File: src/rtl/f2_pkg.sv
package f2_pkg;

    ////////////////////////////////////////
    // Bus widths

    typedef logic [15:0] word_t;      // CPU data word
    typedef logic [22:0] cpu_addr_t;  // CPU word address
    typedef logic [23:0] byte_addr_t; // Word address with A0 appended
    typedef logic [1:0]  ds_n_t;      // {UDS_n, LDS_n}
    typedef logic [2:0]  fc_t;
    typedef logic [2:0]  ipl_n_t;
    typedef logic [26:0] sdr_addr_t;
    typedef logic [31:0] ssp_t;

    ////////////////////////////////////////
    // Address regions seen by the CPU

    typedef enum logic [3:0] {
        NONE,
        ROM,
        WORK,
        SCREEN,
        OBJECT,
        COLOR,
        IO,
        SOUND,
        SS_SAVE,   // Built-in save handler
        SS_RESET,  // Restart reset vectors
        SS_VEC     // Level 7 vector override
    } region_t;

    typedef enum logic [3:0] {
        IDLE               = 4'd0,
        START_SAVE         = 4'd1,
        WAIT_SAVE          = 4'd2,
        SAVE_PAUSED_SETTLE = 4'd3,
        SAVE_PAUSED        = 4'd4,
        RESTORE_SETTLE     = 4'd5,
        WAIT_RESTORE       = 4'd6,
        HOLD_RESET         = 4'd7,
        WAIT_RESET         = 4'd8
    } ss_state_t;

    ////////////////////////////////////////
    // Fixed addresses and words

    localparam sdr_addr_t CPU_ROM_SDR_BASE = 27'h0200000;

    // Handler pushes the SSP here, high word first
    localparam byte_addr_t SS_SSP_HI_ADDR = 24'hff0000;
    localparam byte_addr_t SS_SSP_LO_ADDR = 24'hff0002;

    localparam word_t RESTART_PC_HI = 16'h00ff; // Restart PC points into handler
    localparam word_t RESTART_PC_LO = 16'h0008;

endpackage
File: src/rtl/f2_cpu_ctrl.sv
`timescale 1ns/100ps

module f2_cpu_ctrl #(
    parameter int SETTLE_CYCLES = 64,
    parameter int HOLD_CYCLES   = 1000
) (
    input  logic              clk,
    input  logic              reset,

    // CPU bus
    input  f2_pkg::cpu_addr_t cpu_addr,
    input  f2_pkg::ds_n_t     ds_n,
    input  logic              cpu_rw,
    input  f2_pkg::fc_t       fc,
    input  f2_pkg::word_t     cpu_wdata,
    output f2_pkg::word_t     cpu_rdata,
    output logic              dtack_n,
    output f2_pkg::ipl_n_t    ipl_n,
    output logic              cpu_pause,
    output logic              cpu_reset,

    // Chip selects
    output logic              rom_n,
    output logic              work_n,
    output logic              screen_n,
    output logic              object_n,
    output logic              color_n,
    output logic              io_n,
    output logic              sound_n,

    // Peripherals
    input  f2_pkg::word_t     scn_rdata,
    input  f2_pkg::word_t     obj_rdata,
    input  f2_pkg::word_t     pri_rdata,
    input  logic [7:0]        io_rdata,
    input  logic [3:0]        snd_rdata,
    input  logic              scn_dtack_n,
    input  logic              pri_dtack_n,
    input  logic              vblank_n,
    input  logic              dma_n,

    // SDRAM
    output f2_pkg::sdr_addr_t sdr_addr,
    output f2_pkg::word_t     sdr_data,
    output f2_pkg::ds_n_t     sdr_be,
    output logic              sdr_rw,
    output logic              sdr_req,
    input  logic              sdr_ack,
    input  f2_pkg::word_t     sdr_q,

    // Store engine
    input  logic              ss_do_save,
    input  logic              ss_do_restore,
    input  logic              ss_busy,
    input  f2_pkg::ssp_t      restore_ssp,
    output logic              ss_write,
    output logic              ss_read,
    output f2_pkg::ssp_t      saved_ssp,
    output logic [3:0]        ss_state
);

    f2_pkg::region_t   region;
    f2_pkg::ssp_t      latched_ssp;
    f2_pkg::ss_state_t state;
    logic              restart;
    logic              sdr_busy;

    assign ss_state = state;

    assign rom_n    = region != f2_pkg::ROM;
    assign work_n   = region != f2_pkg::WORK;
    assign screen_n = region != f2_pkg::SCREEN;
    assign object_n = region != f2_pkg::OBJECT;
    assign color_n  = region != f2_pkg::COLOR;
    assign io_n     = region != f2_pkg::IO;
    assign sound_n  = region != f2_pkg::SOUND;

    ////////////////////////////////////////
    // Bus path

    f2_addr_decode u_decode (
        .cpu_addr, .ds_n, .restart, .region
    );

    f2_sdram_port u_sdram (
        .clk, .reset, .region, .cpu_addr, .ds_n, .cpu_rw, .cpu_wdata,
        .sdr_addr, .sdr_data, .sdr_be, .sdr_rw, .sdr_req, .sdr_ack,
        .busy(sdr_busy)
    );

    f2_bus_return u_return (
        .region, .cpu_addr, .sdr_q, .scn_rdata, .obj_rdata, .pri_rdata,
        .io_rdata, .snd_rdata, .restore_ssp(latched_ssp), .sdr_busy,
        .scn_dtack_n, .pri_dtack_n, .cpu_rdata, .dtack_n
    );

    ////////////////////////////////////////
    // Controllers

    f2_irq_ctrl u_irq (
        .clk, .reset, .vblank_n, .dma_n, .ss_do_save, .fc, .cpu_addr, .ds_n, .ipl_n
    );

    f2_ss_sequencer #(
        .SETTLE_CYCLES(SETTLE_CYCLES),
        .HOLD_CYCLES  (HOLD_CYCLES)
    ) u_seq (
        .clk, .reset, .ss_do_save, .ss_do_restore, .cpu_addr, .ds_n, .cpu_rw,
        .cpu_wdata, .ss_busy, .restore_ssp_in(restore_ssp), .saved_ssp,
        .restore_ssp(latched_ssp), .ss_write, .ss_read, .cpu_pause, .cpu_reset,
        .restart, .ss_state(state)
    );

endmodule

File: src/rtl/f2_ss_sequencer.sv
`timescale 1ns/100ps

module f2_ss_sequencer #(
    parameter int SETTLE_CYCLES = 64,
    parameter int HOLD_CYCLES   = 1000
) (
    input  logic              clk,
    input  logic              reset,
    input  logic              ss_do_save,
    input  logic              ss_do_restore,
    input  f2_pkg::cpu_addr_t cpu_addr,
    input  f2_pkg::ds_n_t     ds_n,
    input  logic              cpu_rw,
    input  f2_pkg::word_t     cpu_wdata,
    input  logic              ss_busy,
    input  f2_pkg::ssp_t      restore_ssp_in,
    output f2_pkg::ssp_t      saved_ssp,
    output f2_pkg::ssp_t      restore_ssp,
    output logic              ss_write,
    output logic              ss_read,
    output logic              cpu_pause,
    output logic              cpu_reset,
    output logic              restart,
    output f2_pkg::ss_state_t ss_state
);

    logic [15:0] counter;
    logic        word_wr;
    logic        hi_wr, lo_wr;

    assign word_wr = (ds_n == 2'b00) && !cpu_rw;
    assign hi_wr   = word_wr && ({cpu_addr, 1'b0} == f2_pkg::SS_SSP_HI_ADDR);
    assign lo_wr   = word_wr && ({cpu_addr, 1'b0} == f2_pkg::SS_SSP_LO_ADDR);

    assign cpu_pause = (ss_state == f2_pkg::SAVE_PAUSED_SETTLE) ||
                       (ss_state == f2_pkg::SAVE_PAUSED) ||
                       (ss_state == f2_pkg::WAIT_RESTORE);
    assign cpu_reset = (ss_state == f2_pkg::HOLD_RESET) ||
                       (ss_state == f2_pkg::RESTORE_SETTLE);
    assign restart   = ss_state == f2_pkg::WAIT_RESET;

    always_ff @(posedge clk) begin
        if (reset) begin
            ss_state <= f2_pkg::IDLE;
            counter  <= 16'd0;
            ss_write <= 1'b0;
            ss_read  <= 1'b0;
        end else begin
            counter <= counter + 16'd1;
            case (ss_state)
                f2_pkg::IDLE: begin
                    if (ss_do_save) begin
                        ss_state <= f2_pkg::START_SAVE;
                    end else if (ss_do_restore) begin
                        ss_state <= f2_pkg::RESTORE_SETTLE;
                        counter  <= 16'd0;
                    end
                end
                f2_pkg::START_SAVE: begin
                    if (hi_wr) ss_state <= f2_pkg::WAIT_SAVE;
                end
                f2_pkg::WAIT_SAVE: begin
                    if (lo_wr) begin
                        ss_state <= f2_pkg::SAVE_PAUSED_SETTLE;
                        counter  <= 16'd0;
                    end
                end
                f2_pkg::SAVE_PAUSED_SETTLE: begin
                    if (counter == 16'(SETTLE_CYCLES)) begin
                        ss_write <= 1'b1;
                        ss_state <= f2_pkg::SAVE_PAUSED;
                    end
                end
                f2_pkg::SAVE_PAUSED: begin
                    if (ss_busy && ss_write) begin
                        ss_write <= 1'b0; // Engine took the start
                    end else if (!ss_busy && !ss_write) begin
                        ss_state <= f2_pkg::IDLE;
                    end
                end
                f2_pkg::RESTORE_SETTLE: begin
                    if (counter == 16'(SETTLE_CYCLES)) begin
                        ss_read  <= 1'b1;
                        ss_state <= f2_pkg::WAIT_RESTORE;
                    end
                end
                f2_pkg::WAIT_RESTORE: begin
                    if (ss_busy && ss_read) begin
                        ss_read <= 1'b0;
                    end else if (!ss_busy && !ss_read) begin
                        ss_state <= f2_pkg::HOLD_RESET;
                        counter  <= 16'd0;
                    end
                end
                f2_pkg::HOLD_RESET: begin
                    if (counter == 16'(HOLD_CYCLES)) ss_state <= f2_pkg::WAIT_RESET;
                end
                f2_pkg::WAIT_RESET: begin
                    if (lo_wr) ss_state <= f2_pkg::IDLE; // Handler has restored SSP
                end
                default: ss_state <= f2_pkg::IDLE;
            endcase
        end
    end

    ////////////////////////////////////////
    // Stack pointer capture

    always_ff @(posedge clk) begin
        if (ss_state == f2_pkg::START_SAVE && hi_wr) saved_ssp[31:16] <= cpu_wdata;
        if (ss_state == f2_pkg::WAIT_SAVE && lo_wr) saved_ssp[15:0] <= cpu_wdata;
        if (ss_state == f2_pkg::WAIT_RESTORE && !ss_busy && !ss_read) begin
            restore_ssp <= restore_ssp_in;
        end
    end

    assert property (@(posedge clk) disable iff (reset) !(ss_write && ss_read));

endmodule

File: src/rtl/f2_irq_ctrl.sv
`timescale 1ns/100ps

module f2_irq_ctrl (
    input  logic              clk,
    input  logic              reset,
    input  logic              vblank_n,
    input  logic              dma_n,
    input  logic              ss_do_save,
    input  f2_pkg::fc_t       fc,
    input  f2_pkg::cpu_addr_t cpu_addr,
    input  f2_pkg::ds_n_t     ds_n,
    output f2_pkg::ipl_n_t    ipl_n
);

    logic vbl_q, vbl_prev;
    logic dma_q, dma_prev;
    logic save_q, save_prev;
    logic req1, req2, save_req;
    logic iack;

    // Autovector acknowledge on the lower strobe
    assign iack = (fc == 3'b111) && !ds_n[0];

    always_ff @(posedge clk) begin
        if (reset) begin
            vbl_q     <= 1'b1;
            vbl_prev  <= 1'b1;
            dma_q     <= 1'b1;
            dma_prev  <= 1'b1;
            save_q    <= 1'b0;
            save_prev <= 1'b0;
            req1      <= 1'b0;
            req2      <= 1'b0;
            save_req  <= 1'b0;
        end else begin
            vbl_q     <= vblank_n;
            vbl_prev  <= vbl_q;
            dma_q     <= dma_n;
            dma_prev  <= dma_q;
            save_q    <= ss_do_save;
            save_prev <= save_q;

            if (vbl_prev && !vbl_q) req1 <= 1'b1;        // Falling vblank
            if (!dma_prev && dma_q) req2 <= 1'b1;        // End of object DMA
            if (!save_prev && save_q) save_req <= 1'b1;

            // Acknowledge wins over a new edge
            if (iack && cpu_addr[2:0] == 3'b101) req1 <= 1'b0;
            if (iack && cpu_addr[2:0] == 3'b110) req2 <= 1'b0;
            if (iack && cpu_addr[2:0] == 3'b111) save_req <= 1'b0;
        end
    end

    assign ipl_n = save_req ? ~3'd7 :
                   req2     ? ~3'd6 :
                   req1     ? ~3'd5 :
                              ~3'd0;

    // A level only drops after an acknowledge
    assert property (@(posedge clk) disable iff (reset)
        ((~ipl_n) < $past(~ipl_n)) |-> $past(iack));

endmodule

File: src/rtl/f2_bus_return.sv
`timescale 1ns/100ps

module f2_bus_return (
    input  f2_pkg::region_t   region,
    input  f2_pkg::cpu_addr_t cpu_addr,
    input  f2_pkg::word_t     sdr_q,
    input  f2_pkg::word_t     scn_rdata,
    input  f2_pkg::word_t     obj_rdata,
    input  f2_pkg::word_t     pri_rdata,
    input  logic [7:0]        io_rdata,
    input  logic [3:0]        snd_rdata,
    input  f2_pkg::ssp_t      restore_ssp,
    input  logic              sdr_busy,
    input  logic              scn_dtack_n,
    input  logic              pri_dtack_n,
    output f2_pkg::word_t     cpu_rdata,
    output logic              dtack_n
);

    f2_pkg::word_t handler_word;
    f2_pkg::word_t reset_word;

    ////////////////////////////////////////
    // Save handler ROM

    // Saves registers, pushes SSP to 0xff0000, then stops
    always_comb begin
        case (cpu_addr[3:0])
            4'd0:    handler_word = 16'h48e7;
            4'd1:    handler_word = 16'hfffe;
            4'd2:    handler_word = 16'h4e6e;
            4'd3:    handler_word = 16'h2f0e;
            4'd4:    handler_word = 16'h4df9; // Restart entry
            4'd5:    handler_word = 16'h00ff;
            4'd6:    handler_word = 16'h0000;
            4'd7:    handler_word = 16'h2c8f;
            4'd8:    handler_word = 16'h2c5f;
            4'd9:    handler_word = 16'h4e66;
            4'd10:   handler_word = 16'h4cdf;
            4'd11:   handler_word = 16'h7fff;
            4'd12:   handler_word = 16'h4e73; // rte
            default: handler_word = 16'h0000;
        endcase
    end

    // Reset vectors while restarting
    always_comb begin
        case (cpu_addr[1:0])
            2'd0:    reset_word = restore_ssp[31:16];
            2'd1:    reset_word = restore_ssp[15:0];
            2'd2:    reset_word = f2_pkg::RESTART_PC_HI;
            default: reset_word = f2_pkg::RESTART_PC_LO;
        endcase
    end

    ////////////////////////////////////////
    // Read data select

    always_comb begin
        case (region)
            f2_pkg::ROM,
            f2_pkg::WORK:     cpu_rdata = sdr_q;
            f2_pkg::SCREEN:   cpu_rdata = scn_rdata;
            f2_pkg::OBJECT:   cpu_rdata = obj_rdata;
            f2_pkg::COLOR:    cpu_rdata = pri_rdata;
            f2_pkg::IO:       cpu_rdata = {8'h00, io_rdata};
            f2_pkg::SOUND:    cpu_rdata = {4'h0, snd_rdata, 8'h00};
            f2_pkg::SS_SAVE:  cpu_rdata = handler_word;
            f2_pkg::SS_RESET: cpu_rdata = reset_word;
            f2_pkg::SS_VEC:   cpu_rdata = cpu_addr[0] ? 16'h0000 : 16'h00ff;
            default:          cpu_rdata = 16'h0000;
        endcase
    end

    assign dtack_n = sdr_busy | scn_dtack_n | pri_dtack_n;

endmodule

File: src/rtl/f2_sdram_port.sv
`timescale 1ns/100ps

module f2_sdram_port (
    input  logic              clk,
    input  logic              reset,
    input  f2_pkg::region_t   region,
    input  f2_pkg::cpu_addr_t cpu_addr,
    input  f2_pkg::ds_n_t     ds_n,
    input  logic              cpu_rw,
    input  f2_pkg::word_t     cpu_wdata,
    output f2_pkg::sdr_addr_t sdr_addr,
    output f2_pkg::word_t     sdr_data,
    output f2_pkg::ds_n_t     sdr_be,
    output logic              sdr_rw,   // High for read
    output logic              sdr_req,
    input  logic              sdr_ack,
    output logic              busy
);

    logic prev_idle; // All strobes high last cycle
    logic start;

    assign start = ((region == f2_pkg::ROM) || (region == f2_pkg::WORK)) && prev_idle;
    assign busy  = sdr_req != sdr_ack;

    always_ff @(posedge clk) begin
        if (reset) begin
            prev_idle <= 1'b1;
            sdr_req   <= 1'b0;
        end else begin
            prev_idle <= &ds_n;
            if (start) begin
                sdr_req <= ~sdr_req;
            end
        end
    end

    // Payload only moves on a cycle start
    always_ff @(posedge clk) begin
        if (start) begin
            sdr_addr <= f2_pkg::CPU_ROM_SDR_BASE + {3'b000, cpu_addr, 1'b0};
            sdr_data <= cpu_wdata;
            sdr_be   <= ~ds_n;
            sdr_rw   <= cpu_rw;
        end
    end

    // A new request only goes out once the last one completed
    assert property (@(posedge clk) disable iff (reset)
        (sdr_req != $past(sdr_req)) |-> $past(sdr_req == sdr_ack));

endmodule

File: src/rtl/f2_addr_decode.sv
`timescale 1ns/100ps

module f2_addr_decode (
    input  f2_pkg::cpu_addr_t cpu_addr,
    input  f2_pkg::ds_n_t     ds_n,
    input  logic              restart,
    output f2_pkg::region_t   region
);

    f2_pkg::byte_addr_t byte_addr;

    assign byte_addr = {cpu_addr, 1'b0};

    // First match wins, so the vector words sit ahead of the ROM nibble
    always_comb begin
        region = f2_pkg::NONE;
        if (~&ds_n) begin
            casez (byte_addr)
                24'h00000?: begin
                    if (restart) begin
                        region = f2_pkg::SS_RESET;
                    end else begin
                        region = f2_pkg::ROM;
                    end
                end
                24'h00007c: region = f2_pkg::SS_VEC;
                24'h00007e: region = f2_pkg::SS_VEC;
                24'h0?????: region = f2_pkg::ROM;
                24'h1?????: region = f2_pkg::WORK;
                24'h8?????: region = f2_pkg::SCREEN;
                24'h9?????: region = f2_pkg::OBJECT;
                24'h2?????: region = f2_pkg::COLOR;
                24'h30????: region = f2_pkg::IO;
                24'h32????: region = f2_pkg::SOUND;
                24'hff00??: region = f2_pkg::SS_SAVE;
                default:    region = f2_pkg::NONE;
            endcase
        end
    end

endmodule

File: config.mk
export PLATFORM = sky130hd
export DESIGN_NAME = f2_cpu_ctrl
export DESIGN_NICKNAME = d
export VERILOG_FILES = /design/src/rtl/f2_pkg.sv /design/src/rtl/f2_cpu_ctrl.sv /design/src/rtl/f2_ss_sequencer.sv /design/src/rtl/f2_irq_ctrl.sv /design/src/rtl/f2_bus_return.sv /design/src/rtl/f2_sdram_port.sv /design/src/rtl/f2_addr_decode.sv
export SDC_FILE = /design/constraint.sdc
export NUM_CORES = 1
export LEC_CHECK = 0
export ABC_AREA = 1
export BUFFER_PORTS_ARGS = -buffer_cell sky130_fd_sc_hd__buf_2
export CORE_MARGIN = 2
export CORE_UTILIZATION = 50
export CTS_BUF_LIST = sky130_fd_sc_hd__clkbuf_8
export CTS_CLUSTER_SIZE = 12
export DETAILED_ROUTE_END_ITERATION = 10
export GPL_TIMING_DRIVEN = 0
export PLACE_DENSITY = 0.82
export SLEW_MARGIN = 10
export SYNTH_ARGS = -nofsm -noshare
export SYNTH_HDL_FRONTEND = slang
export SYNTH_SLANG_ARGS = --single-unit
File: constraint.sdc
create_clock -name clk -period 4.6 [get_ports clk]
set_input_delay 0.92 -clock clk [delete_from_list [all_inputs] [get_ports clk]]
set_output_delay 0.92 -clock clk [all_outputs]
set_load 0.02 [all_outputs]
* Yosys cells after proc, flatten, opt, wreduce, memory -nomap -nowiden
Memories as Yosys holds them, arrays and structs flattened. Index checks and enable logic that the tools add are counted.
Word-level totals: register bits after elaboration 143, bits in read-only memories 256, input bits 163, logic and storage cells 168, memories 1
Memory list:
- (name not given) | words 16, width 16, read ports 1, clocked after memory_dff 0, wr ports 0, line f2_bus_return.sv:28 | case (cpu_addr[3:0])
Operators by class: $add $sub $neg 2, equality and inequality tests 58, muxes and demuxes 34, bitwise operators 4, reductions and logical operators 47
Operators with widths (number):
- $pmux W16 S9 | 1
- $pmux W16 S3 | 2
- $mux W16 | 5
- $mux W4 | 14
- $eq A23 B23 Y1 const B | 2
- $eq A23 B6 Y1 const B | 2
- $pmux W4 S9 | 1
- $eq A4 B3 Y1 const B | 8
- $pmux W4 S8 | 1
- $add A22 B24 Y25 const A | 1
- $eq A4 B4 Y1 const B | 6
- $eq A4 B2 Y1 const B | 5
- $logic_not A20 Y1 | 1
- $logic_and A1 B1 Y1 | 19
- $ne A2 B2 Y1 const B | 9
- $add A16 B1 Y16 const B | 1
- $eq A16 B10 Y1 const B | 1
- $eq A16 B16 Y1 const B | 1
- $eq A16 B7 Y1 const B | 1
- $eq A8 B6 Y1 const B | 2
- $ne A4 B3 Y1 const B | 4
- $eq A3 B3 Y1 const B | 4
- $eq A4 B1 Y1 const B | 3
- $reduce_and A11 Y1 | 1
- other kinds (23) | 50

* Depth between registers and ports, before layout
word-level depth 7, mapped depth 16, gate-level depth less buffers 16

* Modules after synthesis
A second synthesis with hierarchy kept.
Second synthesis, totals: cell total of the unflattened synthesis 893, area total of the unflattened synthesis 7249.5 µm²
By module, submodules not included:
- f2_ss_sequencer | instances 1, cells an instance 316, area an instance 3435.8 µm², seq. area each 2362.3 µm²
- f2_bus_return | instances 1, cells an instance 370, area an instance 1606.5 µm², seq. area each 0.0 µm²
- f2_sdram_port | instances 1, cells an instance 78, area an instance 1496.4 µm², seq. area each 1331.3 µm²
- f2_irq_ctrl | instances 1, cells an instance 52, area an instance 360.3 µm², seq. area each 180.2 µm²
- f2_addr_decode | instances 1, cells an instance 60, area an instance 284.0 µm², seq. area each 0.0 µm²
- f2_cpu_ctrl | instances 1, cells an instance 17, area an instance 66.3 µm², seq. area each 0.0 µm²

* Worst setup path after synthesis
No wires, ideal clock.
path type input to register, start point in cpu_addr[0], end point reg u_sdram.sdr_addr[10], enable pin, library setup time 397 ps, arrival 3319 ps, required time 4203 ps, path slack 884 ps, stages 14, cell sequence inv_1 > ha_1 > buf_2 > nor2_1 > nor2_2 > nand3_2 > nand2_1 > nor2_1 > nand2_4 > nand2_2 > a21oi_4 > buf_6 > nand2_1 > inv_1
Between the ends: longest elaborated chain between the ends 7, elaborated cells on any way between the ends 9
Ends and longest elaborated chain:
- start, declared | line f2_cpu_ctrl.sv:11 | input f2_pkg::cpu_addr_t cpu_addr,
- $eq A23 B6 Y1 | line f2_addr_decode.sv:18 | casez (byte_addr)
- $reduce_or A2 Y1 (no source line) (*)
- $pmux W4 S2 (*) | line f2_addr_decode.sv:18
- $mux W4 (*) | line f2_addr_decode.sv:17 | if (~&ds_n) begin
- $eq A4 B1 Y1 or $eq A4 B2 Y1 (tied branches) | line f2_sdram_port.sv:23 | assign start = ((region == f2_pkg::ROM) || (region == f2_pkg::WORK)) && prev_idle;
- $logic_or A1 B1 Y1 (*) | line f2_sdram_port.sv:23
- $logic_and A1 B1 Y1 (*) | line f2_sdram_port.sv:23
- net u_sdram.start | line f2_sdram_port.sv:21 | logic start;
- end signal, assigned | line f2_sdram_port.sv:41 | sdr_addr <= f2_pkg::CPU_ROM_SDR_BASE + {3'b000, cpu_addr, 1'b0};
- end, declared | line f2_sdram_port.sv:11 | output f2_pkg::sdr_addr_t sdr_addr,
The timed path passes the listed nets; every way through them passes the cells marked *. A chain may end at the register's enable or synchronous reset.

* Worst setup path in the final report
start point in cpu_addr[0], end point out cpu_rdata[6]
Between the ends: longest elaborated chain between the ends 7, elaborated cells on any way between the ends 23
Ends and longest elaborated chain:
- $eq A23 B6 Y1 | line f2_addr_decode.sv:18
- $reduce_or A2 Y1 (no source line)
- $pmux W4 S2 | line f2_addr_decode.sv:18
- $mux W4 | line f2_addr_decode.sv:17
- $eq A4 B1 Y1 or $eq A4 B2 Y1 (tied branches) | line f2_bus_return.sv:60 | case (region)
- $reduce_or A2 Y1 | line f2_bus_return.sv:60
- $pmux W16 S9 (*) | line f2_bus_return.sv:60
- end, declared | line f2_cpu_ctrl.sv:16 | output f2_pkg::word_t cpu_rdata,
Every way passes the cells marked *; elsewhere a longest branch is shown, timed or not.

==> impl_metrics.tcl <==
set metrics [dict create \
    status "completed" \
    start_util_pct 50.54 \
    finalSetupTns_ns 0 \
    clock_latency_ns 0.45 \
    clock.fmax_ghz 0.2288 \
    reg2reg_slack_ns 2.14 \
    drt_iter0_drc 527 \
    antenna_found_initial 1 \
    fin_cells 1286 \
    grt_pass1_vias 5791 \
    yosys_warnings 0 \
    hold_end "u_irq.dma_prev" \
    hp-start "u_irq.dma_q" \
    drc 0 \
    viasPerCell 5.090 \
    grt_max_degree 29 \
    grt_pass1_wl_um 28570 \
    synthCells 794 \
    synth.distinct_cells 43 \
    dpl.hpwl_um 15500 \
    syn_avg_cell_area_um2 8.733 \
    cts_tree "done" \
    cp_data_required_time_ns 3.68 \
    yosysTopAreaCellShare_pct 46.34 \
    hold_viol_final 0 \
    dieArea_um2 14830 \
    utilization_pct 65.75 \
    cap_violations 0 \
    post-synth-top-area-cell "edfxtp_1" \
    setup_viol 0 \
    r2r-end "u_sdram.sdr_addr[22]" \
    worst_pin_slew_ns 0.8739 \
    synth_common_cells "nand2_1 (198), nor2_1 (133), edfxtp_1 (107), inv_1 (91), nand3_1 (66)" \
    drive_above_1_share_pct 31.83 \
    die-height_um 121.8 \
    grt_usage_pct 25.35 \
    core_um2 13720 \
    cts_setup_buffers 0 \
    cts_sinks 140 \
    grt_overflow 0 \
    die_w_um 121.8 \
    num_vias 6546 \
    port_buffers 272 \
    final.setup.worst_slack_ns 0.2303 \
    yosys_most_used_dff "edfxtp_1" \
    post-place-cells 1254 \
    ant_nets 0 \
    fin_worst_skew_ns 0.009738 \
    drt-total-wl_um 19510 \
    dpl_worst_slack_ns 0.3000 \
    critPathLaunchType "primary input" \
    crit_type "in -> out" \
    clk_pin_slew_ns 0.09 \
    antenna_cells 0 \
    yosys.cell_count.top_type "nand2_1" \
    arrival_ns 3.45 \
    cts_made_buffers 17 \
    power.static_leakage_nw 4.308 \
    rsz0062_at_grt "false" \
    drt_pre_antenna_iters 7 \
    peakVddDrop_mv 0.2990 \
    root_buffer "clkbuf_8" \
    gp_congestion 0.9763 \
    io_pins 277 \
    r2r-start "u_seq.ss_state[0]" \
    p_per_area_nw_per_um2 341.2 \
    cts_resized 0 \
    slew_headroom_pct 41.42 \
    cts_max_path_buffers 2 \
    seq_area_um2 3874 \
    whs_path_depth 2 \
    slew_violations 0 \
    postCtsHoldBufs 0 \
    synthesis.area_um2 6934 \
    layout_min_cycle_time_ns 4.370 \
    critPathCaptureType "output port" \
    drt-wirelength-per-cell_um 15.17 \
    hold_path_class "reg -> reg" \
    startpoint "cpu_addr[0]" \
    multi_input_area_um2 2599 \
    synth_edf_count 107 \
    power.total_mw 3.078 \
    critical_path.max_fanout 10 \
    fin_crit_sh_pct 94.99 \
    yosys-top-cells-area "edfxtp_1 (46%), nand2_1 (11%), dfxtp_1 (9.5%)" \
    h-tree-depth 4 \
    fin_nets 1268 \
    syn_to_final_growth_pct 30.10 \
    r2r_cells 10 \
    fill_cells 1165 \
    ys_seq_elements 140 \
    async_flop_share_pct 0 \
    rows 43 \
    seq_area_frac_synth_pct 55.86 \
]
per-stage QoR:
stage / hold slack [ns] / area (um^2)
2_1_floorplan: 0.3999 / 6942
5_1_grt: 0.4396 / 9021
3_3_place_gp: 0.4080 / 8528
3_5_place_dp: 0.4094 / 8605
6_report: 0.4181 / 9021
4_1_cts: 0.4244 / 9021
final cells by class:
| type | count | share of cell area, % |
|---|---|---|
| well taps | 180 | 2.497 |
| flip-flops and latches | 140 | 42.94 |
| repair buffers | 278 | 15.77 |
| inverters | 97 | 4.036 |
| plain buffers | 21 | 1.331 |
| multi-input cells | 538 | 28.81 |
| clock inverters | 15 | 2.025 |
| clock buffers | 17 | 2.594 |
sequential cells by signal, indices dropped and copies added, names as in the netlist, 2 cells and up:
register,cells
u_seq.ss_state,4
u_seq.counter,16
u_sdram.sdr_be,2
u_sdram.sdr_addr,24
u_seq.saved_ssp,32
u_seq.restore_ssp,32
u_sdram.sdr_data,16
cell families after synthesis:
group                    count (synthesis)  share of synthesized area, %
AO/OA/AOI/OAI                           72                         6.947
AND/OR/NAND/NOR                        448                         27.61
XOR/XNOR                                 3                        0.3790
buffers and inverters                  118                         6.983
flip-flops                             140                         55.86
other                                    1                       0.05408
adder cells (fa/ha/maj)                 12                         2.165
worst max path at each step:
stage,endpoint,slack [ns],cells past startpoint
global route,cpu_rdata[10],0.05,15
detailed placement,cpu_rdata[6],0.30,16
global placement,u_sdram.sdr_data[6],-0.14,13
floorplan,u_sdram.sdr_addr[10],0.88,14
CTS,cpu_rdata[6],0.29,14
finish,cpu_rdata[6],0.23,16
power by group:
part / switching (mW) / total [mW] / leakage [nW] / internal, mW
registers: 0.0396 / 1.46 / 1.24 / 1.42
logic: 0.383 / 0.592 / 2.86 / 0.209
clock network: 0.526 / 1.03 / 0.205 / 0.504
layout by cell type, fill, tap and decap left out, types with 4 or more instances in the layout:
cell,instances
a21oi_1,17
a221o_1,7
a22o_1,8
a31oi_1,7
buf_2,275
buf_4,12
clkbuf_1,8
clkbuf_8,17
dfxtp_1,33
edfxtp_1,107
ha_1,12
inv_1,91
inv_2,5
inv_6,4
inv_8,4
nand2_1,198
nand2_2,4
nand3_1,66
nand3_2,5
nand4_1,10
nor2_1,133
nor2_2,6
nor3_1,12
nor3b_1,5
o21ai_0,20
worst max-delay path, cell delays in order:
cell and delay [ns]:
buf_2 0.14, inv_1 0.27, ha_1 0.20, buf_2 0.21
nor2_1 0.11, nor2_2 0.14, nand3_2 0.15, nand2_1 0.11
nor2_1 0.07, nand2_4 0.12, nand2_2 0.09, a21oi_4 0.33
buf_6 0.21, nand2_1 0.06, nand3_1 0.13, buf_2 0.19
layer usage:
layer  wire length, um  GRT usage [%]  up-vias
met5                12              0        -
met4               449          10.20        2
met3              1656          6.695       46
met2              9416          41.66      296
met1              7978          31.97     2976
li1                  -              -     3226
Power figures use the tool's default switching activity.
